===== src/design/cmd_pkg.sv =====
package cmd_pkg;

    localparam int addr_bits       = 14;                     // command address width
    localparam int data_bits       = 32;                     // command data width
    localparam int addr_field_bits = 16;                     // address slot in the byte stream (AL, AH)
    localparam int cmd_bits        = data_bits + addr_field_bits; // full a/d word, 6 bytes

    // control window, host address matches ctrl_addr on the bits set in ctrl_mask
    localparam logic [addr_bits-1:0] ctrl_addr = 14'h0000;
    localparam logic [addr_bits-1:0] ctrl_mask = 14'h3800;

    localparam int len_low_bit  = 6;                         // lowest address bit of length index
    localparam int len_idx_bits = 5;                         // index into the length table
    localparam int cmd_len_bits = 3;                         // byte count 1..6

    // bytes sent per command, indexed by address bits [10:6]
    localparam logic [cmd_len_bits-1:0] cmd_len_table [32] = '{
        3'd2, 3'd4, 3'd3, 3'd3,                              // 0x000..0x0ff
        3'd6, 3'd6, 3'd4, 3'd4,                              // 0x100..0x1ff
        3'd6, 3'd6, 3'd6, 3'd6,                              // 0x200..0x2ff
        3'd6, 3'd5, 3'd6,                                    // 0x300..0x3bf
        3'd1,                                                // 0x3c0..0x3ff single-cycle class
        3'd6, 3'd6, 3'd6, 3'd6,
        3'd6, 3'd6, 3'd6, 3'd6,
        3'd6, 3'd6, 3'd6, 3'd6,
        3'd6, 3'd6, 3'd6, 3'd6
    };

    localparam int fifo_depth    = 4;                        // host write buffer entries
    localparam int fifo_ptr_bits = $clog2(fifo_depth);
    localparam int fifo_cnt_bits = $clog2(fifo_depth + 1);   // count runs 0..fifo_depth

    // source of the command being started
    typedef enum logic [1:0] {
        src_none,                                            // no start this cycle
        src_seq,                                             // frame sequencer holding register
        src_host                                             // head of the host fifo
    } cmd_src_t;

endpackage


===== src/design/host_wr_fifo.sv =====
`timescale 1ns/1ns

module host_wr_fifo import cmd_pkg::*; (
    input  logic                 mclk,
    input  logic                 mrst,
    input  logic [addr_bits-1:0] host_waddr,   // host write address, valid with host_wr_en
    input  logic [data_bits-1:0] host_wdata,   // host write data
    input  logic                 host_wr_en,   // one write per high cycle
    input  logic                 fifo_re,      // pop head, from arbiter
    output logic                 fifo_nempty,  // head valid
    output logic [addr_bits-1:0] fifo_waddr,   // head address
    output logic [data_bits-1:0] fifo_wdata,   // head data
    output logic                 host_busy     // 2 or more entries held
);

    logic [addr_bits-1:0]     addr_mem [fifo_depth];   // address storage
    logic [data_bits-1:0]     data_mem [fifo_depth];   // data storage
    logic [fifo_ptr_bits-1:0] wr_ptr;
    logic [fifo_ptr_bits-1:0] rd_ptr;
    logic [fifo_cnt_bits-1:0] count;                   // entries currently held
    logic [fifo_cnt_bits-1:0] count_next;
    logic                     in_window;               // address inside control window
    logic                     fifo_full;
    logic                     push;
    logic                     pop;

    assign in_window = ((host_waddr ^ ctrl_addr) & ctrl_mask) == '0;
    assign fifo_full = count == fifo_cnt_bits'(fifo_depth);
    assign push      = host_wr_en && in_window && !fifo_full; // full writes are lost
    assign pop       = fifo_re && fifo_nempty;

    always_comb begin
        count_next = count;
        if (push && !pop)
            count_next = count + 1'b1;
        else if (pop && !push)
            count_next = count - 1'b1;
    end

    always_ff @(posedge mclk) begin
        if (mrst) begin
            wr_ptr    <= '0;
            rd_ptr    <= '0;
            count     <= '0;
            host_busy <= 1'b0;
        end else begin
            if (push)
                wr_ptr <= wr_ptr + 1'b1;               // depth is a power of two, wraps
            if (pop)
                rd_ptr <= rd_ptr + 1'b1;
            count     <= count_next;
            host_busy <= count_next >= fifo_cnt_bits'(2); // tracks count of this cycle
        end
    end

    always_ff @(posedge mclk) begin
        if (push) begin
            addr_mem[wr_ptr] <= host_waddr;
            data_mem[wr_ptr] <= host_wdata;
        end
    end

    // head is visible without a read cycle
    assign fifo_nempty = count != '0;
    assign fifo_waddr  = addr_mem[rd_ptr];
    assign fifo_wdata  = data_mem[rd_ptr];

endmodule


===== src/design/cmd_arbiter.sv =====
`timescale 1ns/1ns

module cmd_arbiter import cmd_pkg::*; (
    input  logic                    mclk,
    input  logic                    mrst,
    input  logic [addr_bits-1:0]    seq_waddr,    // sequencer address, held until seq_ack
    input  logic [data_bits-1:0]    seq_wdata,    // sequencer data
    input  logic                    seq_wr_en,    // sequencer request
    output logic                    seq_ack,      // transfer cycle, combinational
    input  logic                    fifo_nempty,  // host command pending
    output logic                    fifo_re,      // pop on host start
    input  logic                    ad_stb,       // first byte cycle of loaded command
    input  logic [len_idx_bits-1:0] cmd_idx,      // length index of loaded command
    output logic                    start,        // load serializer this cycle
    output cmd_src_t                start_src,    // which source to load
    output logic [addr_bits-1:0]    seq_waddr_q,  // holding register address
    output logic [data_bits-1:0]    seq_wdata_q   // holding register data
);

    logic                    seq_full;    // holding register has a word
    logic [cmd_len_bits-1:0] cmd_len;     // bytes of the command now on the bus
    logic [cmd_len_bits-1:0] busy_cnt;    // cycles left before the next strobe may come
    logic                    can_start;   // a start now gives a strobe on time
    logic                    seq_start;
    logic                    host_start;

    assign cmd_len = cmd_len_table[cmd_idx]; // cmd_idx only meaningful with ad_stb

    // in the strobe cycle only a single-byte command lets the next one follow at once,
    // otherwise wait for the countdown to reach its last cycle
    assign can_start = ad_stb ? (cmd_len == cmd_len_bits'(1))
                              : (busy_cnt <= cmd_len_bits'(1));

    assign seq_start  = can_start && seq_full;                   // sequencer wins
    assign host_start = can_start && !seq_full && fifo_nempty;
    assign start      = seq_start || host_start;
    assign fifo_re    = host_start;

    always_comb begin
        if (seq_start)
            start_src = src_seq;
        else if (host_start)
            start_src = src_host;
        else
            start_src = src_none;
    end

    // accept a new word if empty, or if the held one leaves this cycle
    assign seq_ack = seq_wr_en && (!seq_full || seq_start);

    always_ff @(posedge mclk) begin
        if (mrst) begin
            busy_cnt <= '0;
        end else if (ad_stb) begin
            busy_cnt <= cmd_len - 1'b1;       // len-1 after strobe, start when it hits 1
        end else if (busy_cnt != '0) begin
            busy_cnt <= busy_cnt - 1'b1;
        end
    end

    always_ff @(posedge mclk) begin
        if (mrst)
            seq_full <= 1'b0;
        else
            seq_full <= seq_ack || (seq_full && !seq_start);
    end

    always_ff @(posedge mclk) begin
        if (seq_ack) begin
            seq_waddr_q <= seq_waddr;         // capture on transfer
            seq_wdata_q <= seq_wdata;
        end
    end

endmodule


===== src/design/cmd_serializer.sv =====
`timescale 1ns/1ns

module cmd_serializer import cmd_pkg::*; (
    input  logic                    mclk,
    input  logic                    mrst,
    input  logic                    start,        // load a new command
    input  cmd_src_t                start_src,    // source of the load
    input  logic [addr_bits-1:0]    seq_waddr_q,  // sequencer holding register
    input  logic [data_bits-1:0]    seq_wdata_q,
    input  logic [addr_bits-1:0]    fifo_waddr,   // host fifo head
    input  logic [data_bits-1:0]    fifo_wdata,
    output logic                    ad_stb,       // AL cycle, parallel view valid
    output logic [len_idx_bits-1:0] cmd_idx,      // length index of loaded command
    output logic [addr_bits-1:0]    par_waddr,    // parallel address
    output logic [data_bits-1:0]    par_data,     // parallel data
    output logic [7:0]              byte_ad       // AL, AH, D0..D3 one per cycle
);

    logic [cmd_bits-1:0] par_ad;                  // {data, pad, addr}, low byte goes out first

    always_ff @(posedge mclk) begin
        if (mrst) begin
            par_ad <= '0;
            ad_stb <= 1'b0;
        end else begin
            ad_stb <= start;                      // strobe one cycle after start
            if (start) begin
                case (start_src)
                    src_seq:  par_ad <= {seq_wdata_q, {(addr_field_bits-addr_bits){1'b0}},
                                         seq_waddr_q};
                    src_host: par_ad <= {fifo_wdata, {(addr_field_bits-addr_bits){1'b0}},
                                         fifo_waddr};
                    default:  par_ad <= '0;
                endcase
            end else begin
                par_ad <= {8'h00, par_ad[cmd_bits-1:8]}; // next byte down, zeros fill in
            end
        end
    end

    assign cmd_idx   = par_ad[len_low_bit +: len_idx_bits];
    assign par_waddr = par_ad[addr_bits-1:0];
    assign par_data  = par_ad[cmd_bits-1 -: data_bits];
    assign byte_ad   = par_ad[7:0];

endmodule


===== src/design/cmd_mux_top.sv =====
`timescale 1ns/1ns

module cmd_mux_top import cmd_pkg::*; (
    input  logic                 mclk,
    input  logic                 mrst,
    // host writes
    input  logic [addr_bits-1:0] host_waddr,
    input  logic [data_bits-1:0] host_wdata,
    input  logic                 host_wr_en,
    output logic                 host_busy,   // stop writing while high
    // frame sequencer writes
    input  logic [addr_bits-1:0] seq_waddr,
    input  logic [data_bits-1:0] seq_wdata,
    input  logic                 seq_wr_en,
    output logic                 seq_ack,     // word taken this cycle
    // merged command stream
    output logic [addr_bits-1:0] par_waddr,
    output logic [data_bits-1:0] par_data,
    output logic [7:0]           byte_ad,
    output logic                 ad_stb
);

    logic                    fifo_nempty;
    logic [addr_bits-1:0]    fifo_waddr;      // fifo head
    logic [data_bits-1:0]    fifo_wdata;
    logic                    fifo_re;
    logic                    start;
    cmd_src_t                start_src;
    logic [addr_bits-1:0]    seq_waddr_q;     // holding register
    logic [data_bits-1:0]    seq_wdata_q;
    logic [len_idx_bits-1:0] cmd_idx;

    host_wr_fifo host_wr_fifo_i (
        .mclk        (mclk),
        .mrst        (mrst),
        .host_waddr  (host_waddr),
        .host_wdata  (host_wdata),
        .host_wr_en  (host_wr_en),
        .fifo_re     (fifo_re),
        .fifo_nempty (fifo_nempty),
        .fifo_waddr  (fifo_waddr),
        .fifo_wdata  (fifo_wdata),
        .host_busy   (host_busy)
    );

    cmd_arbiter cmd_arbiter_i (
        .mclk        (mclk),
        .mrst        (mrst),
        .seq_waddr   (seq_waddr),
        .seq_wdata   (seq_wdata),
        .seq_wr_en   (seq_wr_en),
        .seq_ack     (seq_ack),
        .fifo_nempty (fifo_nempty),
        .fifo_re     (fifo_re),
        .ad_stb      (ad_stb),
        .cmd_idx     (cmd_idx),
        .start       (start),
        .start_src   (start_src),
        .seq_waddr_q (seq_waddr_q),
        .seq_wdata_q (seq_wdata_q)
    );

    cmd_serializer cmd_serializer_i (
        .mclk        (mclk),
        .mrst        (mrst),
        .start       (start),
        .start_src   (start_src),
        .seq_waddr_q (seq_waddr_q),
        .seq_wdata_q (seq_wdata_q),
        .fifo_waddr  (fifo_waddr),
        .fifo_wdata  (fifo_wdata),
        .ad_stb      (ad_stb),
        .cmd_idx     (cmd_idx),
        .par_waddr   (par_waddr),
        .par_data    (par_data),
        .byte_ad     (byte_ad)
    );

endmodule


===== config.mk =====
export PLATFORM = sky130hd
export DESIGN_NAME = cmd_mux_top
export DESIGN_NICKNAME = d
export VERILOG_FILES = /design/src/design/cmd_pkg.sv /design/src/design/host_wr_fifo.sv /design/src/design/cmd_arbiter.sv /design/src/design/cmd_serializer.sv /design/src/design/cmd_mux_top.sv
export SDC_FILE = /design/constraint.sdc
export NUM_CORES = 1
export LEC_CHECK = 0
export BUFFER_PORTS_ARGS = -buffer_cell sky130_fd_sc_hd__buf_2
export CAP_MARGIN = 25
export CORE_MARGIN = 3
export CORE_UTILIZATION = 30
export DETAILED_ROUTE_END_ITERATION = 7
export GPL_TIMING_DRIVEN = 1
export PLACE_DENSITY = 0.44
export SYNTH_ARGS = -nofsm -noshare
export SYNTH_HDL_FRONTEND = slang
export SYNTH_HIERARCHICAL = 1
export SYNTH_SLANG_ARGS = --single-unit

===== constraint.sdc =====
create_clock -name mclk -period 5.45 [get_ports mclk]
set_input_delay 1.09 -clock mclk [delete_from_list [all_inputs] [get_ports mclk]]
set_output_delay 1.09 -clock mclk [all_outputs]
set_load 0.005 [all_outputs]

==> flow_summary.toml, run 1 <==
[clock_network]
cts.path.max_buffers = 3
clk_latency_ps = 540
cts_sinks = 293
cts_htree_levels = 1
post_cts_buffers = 0
cts_buffers = 31
cts.clk_slew.worst_paths_ps = 60
cts_tree = "done"
cts_root_buf = "clkbuf_16"
cts_resized = 0
postCtsHoldBufs = 0

[critical_path]
worstSetupPathType = "register to output pin"
cp-start-kind = "register"
rr_startpoint = "cmd_serializer_i/par_ad[9]"
critPathRequiredTime_ps = 4360
endpoint_kind = "output pin"
worstReg2RegEnd = "cmd_serializer_i/par_ad[25]"
worst-r2r-cell-count = 11
r2r_setup_slack_ps = 2130
critPathMaxFanout = 6
critPathArrivalTime_ps = 2490

[timing]
setup_viol = 0
drv_slew = 0
finalClockSkew_ps = 16.66
fin_ws_ps = 1871
relSlewSlack_pct = 43.99
fin_crit_sh_pct = 65.67
max_freq_ghz = 0.2794
setup_tns_ps = 0
grt_setup_unrepaired = "no"
final_hold_viol_count = 0
max_slew.worst_pin.slew_ps = 840.1
period_needed_ps = 3579

[global_route]
grt.met3_usage_pct = 2.886
met1_usage_pct = 19.19
antenna_found_initial = 3
grt_overflow = 0
grt_pass1_wl_um = 41930
grt_max_degree = 47
grt_pass1_vias = 6385
grt.total_usage_pct = 13.80
globalRouteMet2Util_pct = 22.47
top_usage_layer = "met2"

[place]
place_area_um2 = 12300
dpl.hpwl_um = 18770
io_buffers = 152
place_congestion = 0.7585
dp_worst_setup_slack_ps = 1745

[routing]
drcViolationCount = 0
finalWirelength_um = 28450
drt-vias-per-instance = 4.688
firstDrtPassIters = 5
final_antenna_net_count = 0
drtIter0Drc = 282
via_count = 5944
wl_per_cell_um = 22.44

[yosys]
async_flop_share_pct = 0
syn_nets = 744
yosys-top-cells-count = "230 x edfxtp_1, 63 x dfxtp_1, 60 x buf_4, 46 x a22oi_1, 46 x mux4_2"
synth_area_um2 = 11390
ys.flop_type = "edfxtp_1"
synth-edff-count = 230
synth_cells = 634
synth.most_common_cell = "edfxtp_1"
post_synth.cell_area_avg_um2 = 17.97
yosysSeqAreaShare_pct = 71.70
yosysWarnings = 6
netlist.top_cell.by_area = "edfxtp_1"
ys_ff_latch = 293
yosysTopAreaCellShare_pct = 60.63
synth.distinct_cells = 57
synthTopCellsByArea = "edfxtp_1 61%, dfxtp_1 11%, mux4_2 9.1%"

[cells_and_area]
nets = 850
area_delta_synth_final_pct = 16.38
antennaDiodeCount = 0
regArea_um2 = 8173
multiInputGateArea_um2 = 2570
fill_cells = 3501
drive_above_1_share_pct = 36.39
postLayoutCellArea_um2 = 13260

[worst_hold_path]
hp-class = "register to register"
hp-start = "cmd_serializer_i/par_ad[15]"
holdPathEnd = "cmd_serializer_i/par_ad[7]"
holdPathStages = 1

[power]
power_density_nw_per_um2 = 375.9
finalPower_mw = 4.983
ir_drop_mv = 0.2245
power.leakage_nw = 4.489

[die]
start_util_pct = 30.75
dieArea_um2 = 40340
die_y_um = 200.9
core_um2 = 37050
num_rows = 70
die_w_um = 200.9
io_pins = 153

[run_status]
status = "completed"

[job]
maxCapViolCount = 0
## per-layer routing
metal,routed length (um),vias to the layer above
met5,27,-
met4,472,4
met3,1632,40
met2,13410,189
met1,12910,3042
li1,-,2669
## worst max path at each step
| stage | start | end | slack [ps] |
|---|---|---|---|
| after floorplan | cmd_serializer_i/par_ad[8] | seq_ack | 420 |
| after global placement | host_waddr[12] | host_wr_fifo_i/addr_mem[2][1] | 1790 |
| after detailed placement | host_waddr[12] | host_wr_fifo_i/addr_mem[2][1] | 1740 |
| after CTS | cmd_serializer_i/par_ad[7] | seq_ack | 1820 |
| after global routing | cmd_serializer_i/par_ad[7] | seq_ack | 1680 |
| final | cmd_serializer_i/par_ad[7] | seq_ack | 1870 |
## cells in the final DEF, fill, tap and decap left out, types with 2 or more instances in the layout
master and count:
nand3_1 2, nor2b_1 4, clkinv_2 5, xnor2_1 2, a31oi_1 2, nor2_4 2, mux4_2 46, buf_4 11
nor2_1 18, o2111ai_1 2, a22oi_1 46, o2bb2ai_1 39, clkbuf_1 14, inv_1 14, edfxtp_1 230, a21oi_1 8
buf_2 152, and3_2 5, nand2b_1 5, dfxtp_1 61, ha_2 2, ha_1 12, nand2_1 5, and2_1 2
clkbuf_16 31, clkbuf_8 5, xor2_1 2
## where the power goes
group	switching, mW	internal [mW]	leakage, nW
combinational	0.295	0.166	1.41
clock	0.806	1.16	0.468
sequential	0.0482	2.50	2.61
total	1.15	3.83	4.49
## per-stage QoR
stage	utilization (%)	cells	hold slack, ps
global placement	33.12	1210	455.3
floorplan	-	634	410.0
finish	35.78	1268	446.7
global route	35.78	1268	465.1
detailed placement	33.19	1211	439.8
CTS	35.78	1268	456.7
## kinds of logic after synthesis
family	count (synthesis)	synth area share, %
flip-flops	293	71.70
AO/OA/AOI/OAI	112	7.920
buffers and inverters	105	5.986
AND/OR/NAND/NOR	58	3.153
multiplexers	47	9.194
adder cells (fa/ha/maj)	14	1.538
XOR/XNOR	5	0.5053
## critical path, stage by stage (launching register included)
cell,delay (ps)
dfxtp_1,420
nor3b_2,390
o21a_1,220
ha_1,240
o311ai_4,160
a31oi_4,340
buf_2,190
## final cells by class
cell class	instances	share of cell area [%]
Clock inverter	7	0.4719
Inverter	14	0.3964
Timing Repair Buffer	164	6.569
Clock buffer	50	6.767
Sequential cell	293	61.65
Multi-Input combinational cell	236	19.39
Tap cell	504	4.757
## flip-flops by register name, summed over array words and instances (netlist names), named ones only
name,count
cmd_serializer_i/ad_stb,1
host_wr_fifo_i/count,3
cmd_arbiter_i/seq_waddr_q,14
host_wr_fifo_i/addr_mem,56
cmd_arbiter_i/busy_cnt,3
host_wr_fifo_i/data_mem,128
cmd_serializer_i/par_ad,48
host_wr_fifo_i/host_busy,1
cmd_arbiter_i/seq_wdata_q,32
cmd_arbiter_i/seq_full,1
host_wr_fifo_i/rd_ptr,2
host_wr_fifo_i/wr_ptr,2
No activity file was read; power rests on OpenSTA's default activity.
==> run 2, diff against run 1 <==
- ABC_AREA: unset -> 1
- clock period: 5.45 -> 3.4 ns (I/O delays scaled with it)
==> run 2 against run 1 <==
- worst setup slack got worse by 1400 ps
- combinational power rose to 2.7 times the previous value
- first-iteration DRC count rose by 43%
- clock skew rose by 6.0 ps
- critical endpoint unchanged
- power rose by 82%
==> flow_summary.toml, run 2 <==
[run_status]
status = "completed"

[worst_hold_path]
holdPathStages = 1
hp-start = "seq_wdata[16]"
hp-class = "input port to register"
holdPathEnd = "cmd_arbiter_i/seq_wdata_q[16]"

[timing]
setup_tns_ps = 0
grt_setup_unrepaired = "no"
max_freq_ghz = 0.3470
drv_slew = 0
max_slew.worst_pin.slew_ps = 827.1
final_hold_viol_count = 0
finalClockSkew_ps = 22.62
period_needed_ps = 2882
relSlewSlack_pct = 44.86
fin_crit_sh_pct = 84.77
setup_viol = 0

[clock_network]
cts_buffers = 34
cts_root_buf = "clkbuf_16"
cts_resized = 0
cts_sinks = 293
postCtsHoldBufs = 0
cts_tree = "done"
cts.path.max_buffers = 3
cts.clk_slew.worst_paths_ps = 60
post_cts_buffers = 0
clk_latency_ps = 520
cts_htree_levels = 2

[routing]
drt-vias-per-instance = 4.527
top_layer = "met5"
wl_met3_um = 1822
drtIter0Drc = 403
via_count = 7641
final_antenna_net_count = 0
drcViolationCount = 0
wl_met2_um = 14960
finalWirelength_um = 32210
wl_per_cell_um = 19.08
wl_met1_um = 14850
firstDrtPassIters = 5

[power]
ir_drop_mv = 0.3082
power_density_nw_per_um2 = 650.4
finalPower_mw = 9.089
power.leakage_nw = 5.566

[yosys]
synth_cells = 1046
ys.flop_type = "edfxtp_1"
yosysSeqAreaShare_pct = 68.96
yosysWarnings = 6
yosysTopAreaCellShare_pct = 58.31
netlist.top_cell.by_area = "edfxtp_1"
ys_ff_latch = 293
yosys-top-cells-count = "243 x nand2_1, 230 x edfxtp_1, 117 x nor2_1, 83 x o21ai_0, 69 x buf_4"
synth.distinct_cells = 29
synth-edff-count = 230
post_synth.cell_area_avg_um2 = 11.32
syn_nets = 1156
synth_area_um2 = 11840
synthTopCellsByArea = "edfxtp_1 58%, dfxtp_1 11%, nand2_1 7.7%"
async_flop_share_pct = 0
synth.most_common_cell = "nand2_1"

[global_route]
grt_pass1_vias = 7511
antenna_found_initial = 5
grt_overflow = 0
grt_max_degree = 51
grt_pass1_wl_um = 47440
grt.total_usage_pct = 15.14

[critical_path]
crit_top_cell = "nand2_1"
max_stage_delay_ps = 380
critPathRequiredTime_ps = 2720
critical_path.top_delay_family = "simple AND/OR/NAND/NOR gates"
worst-r2r-cell-count = 17
r2r_setup_slack_ps = 810
cp_num_buf_inv = 3
endpoint_kind = "output pin"
crit_chain = "nand2_1 > nand2_1 > nand2_1 > a21oi_1 > ha_1 > nand2_1 > clkinv_1 > nand3_2 > nand3_1 > nand2_1 > inv_2 > buf_2"
critPathArrivalTime_ps = 2200
rr_startpoint = "cmd_serializer_i/par_ad[6]"
cp-start-kind = "register"
critPathMaxFanout = 4
crit_slowest_cell = "dfxtp_1"
worstSetupPathType = "register to output pin"
worstReg2RegEnd = "cmd_serializer_i/par_ad[31]"

[place]
place_congestion = 0.7350
dp.cells = 1625
io_buffers = 152
dpl.hpwl_um = 20390

[cells_and_area]
largest_reg_flops = 128
nets = 1253
area_delta_synth_final_pct = 18.00
most-common-layout-cells = "243 x nand2_1, 230 x edfxtp_1, 152 x buf_2"
largest_register = "host_wr_fifo_i/data_mem"
layout.cells.non_filler = 1688
reg.largest.list = "host_wr_fifo_i/data_mem (128), host_wr_fifo_i/addr_mem (56), cmd_serializer_i/par_ad (48)"
mostFrequentLayoutCell = "nand2_1"
drive_above_1_share_pct = 22.24

[job]
maxCapViolCount = 0

[die]
dieArea_um2 = 41900
die_w_um = 204.7
io_pins = 153
core_um2 = 38830
die_y_um = 204.7
start_util_pct = 30.50
num_rows = 72
## run 2: cell count changes after synthesis, sizes merged, moves of 18 or more
cell	change
mux4	-46
nor2	+100
o22ai	+46
a22oi	-46
nand2	+244
o21ai	+100
buf	+18
nand3	+43
inv	+30
o2bb2ai	-39
## run 2: layout make-up
class / instances / area [um^2]
Sequential cell: 293 / 8170
Antenna cell: 1 / 2.502
Clock buffer: 47 / 1001
Clock inverter: 15 / 168.9
Inverter: 46 / 177.7
Timing Repair Buffer: 174 / 1001
Fill cell: 3837 / 24850
Tap cell: 518 / 648.1
Multi-Input combinational cell: 594 / 2806
## run 2: worst max path at each step
stage	from	end	slack (ps)	cells after the start
final	cmd_serializer_i/par_ad[6]	seq_ack	520	12
after global routing	cmd_serializer_i/par_ad[8]	seq_ack	260	12
after CTS	cmd_serializer_i/par_ad[8]	seq_ack	470	12
after detailed placement	cmd_serializer_i/par_ad[8]	cmd_serializer_i/par_ad[31]	780	17
after floorplan	host_waddr[11]	host_wr_fifo_i/addr_mem[0][0]	-80	4
after global placement	cmd_serializer_i/par_ad[8]	cmd_serializer_i/par_ad[31]	810	17
## run 2: cells by family after synthesis
logic type | after synthesis | synth area share (%)
fa+ha+maj | 14 | 1.479
simple gates | 417 | 14.29
compound gates | 159 | 7.289
xor+xnor | 4 | 0.2958
flops | 293 | 68.96
buf+inv | 159 | 7.680
## run 2: stage by stage
stage               util (%)  cell area [um^2]  hold WS, ps  worst slack (ps)
detailed placement     32.98             12800        446.7             776.8
CTS                    35.99             13970        299.1             469.3
finish                 36.00             13980        330.3             517.9
floorplan                  -             11840        403.3            -79.00
global placement       32.98             12800        454.5             811.6
global route           35.99             13970        303.9             260.9
## run 2: routing by layer
| metal | GRT usage (%) | up-vias |
|---|---|---|
| met5 | 0 | - |
| met4 | 3.760 | 8 |
| met3 | 3.099 | 40 |
| met2 | 24.83 | 205 |
| met1 | 20.61 | 3680 |
| li1 | - | 3708 |
## run 2: report_power, final
part	total, mW	switching, mW	internal (mW)
logic	1.23	0.851	0.375
clock network	3.76	1.45	2.30
registers	4.11	0.0876	4.02
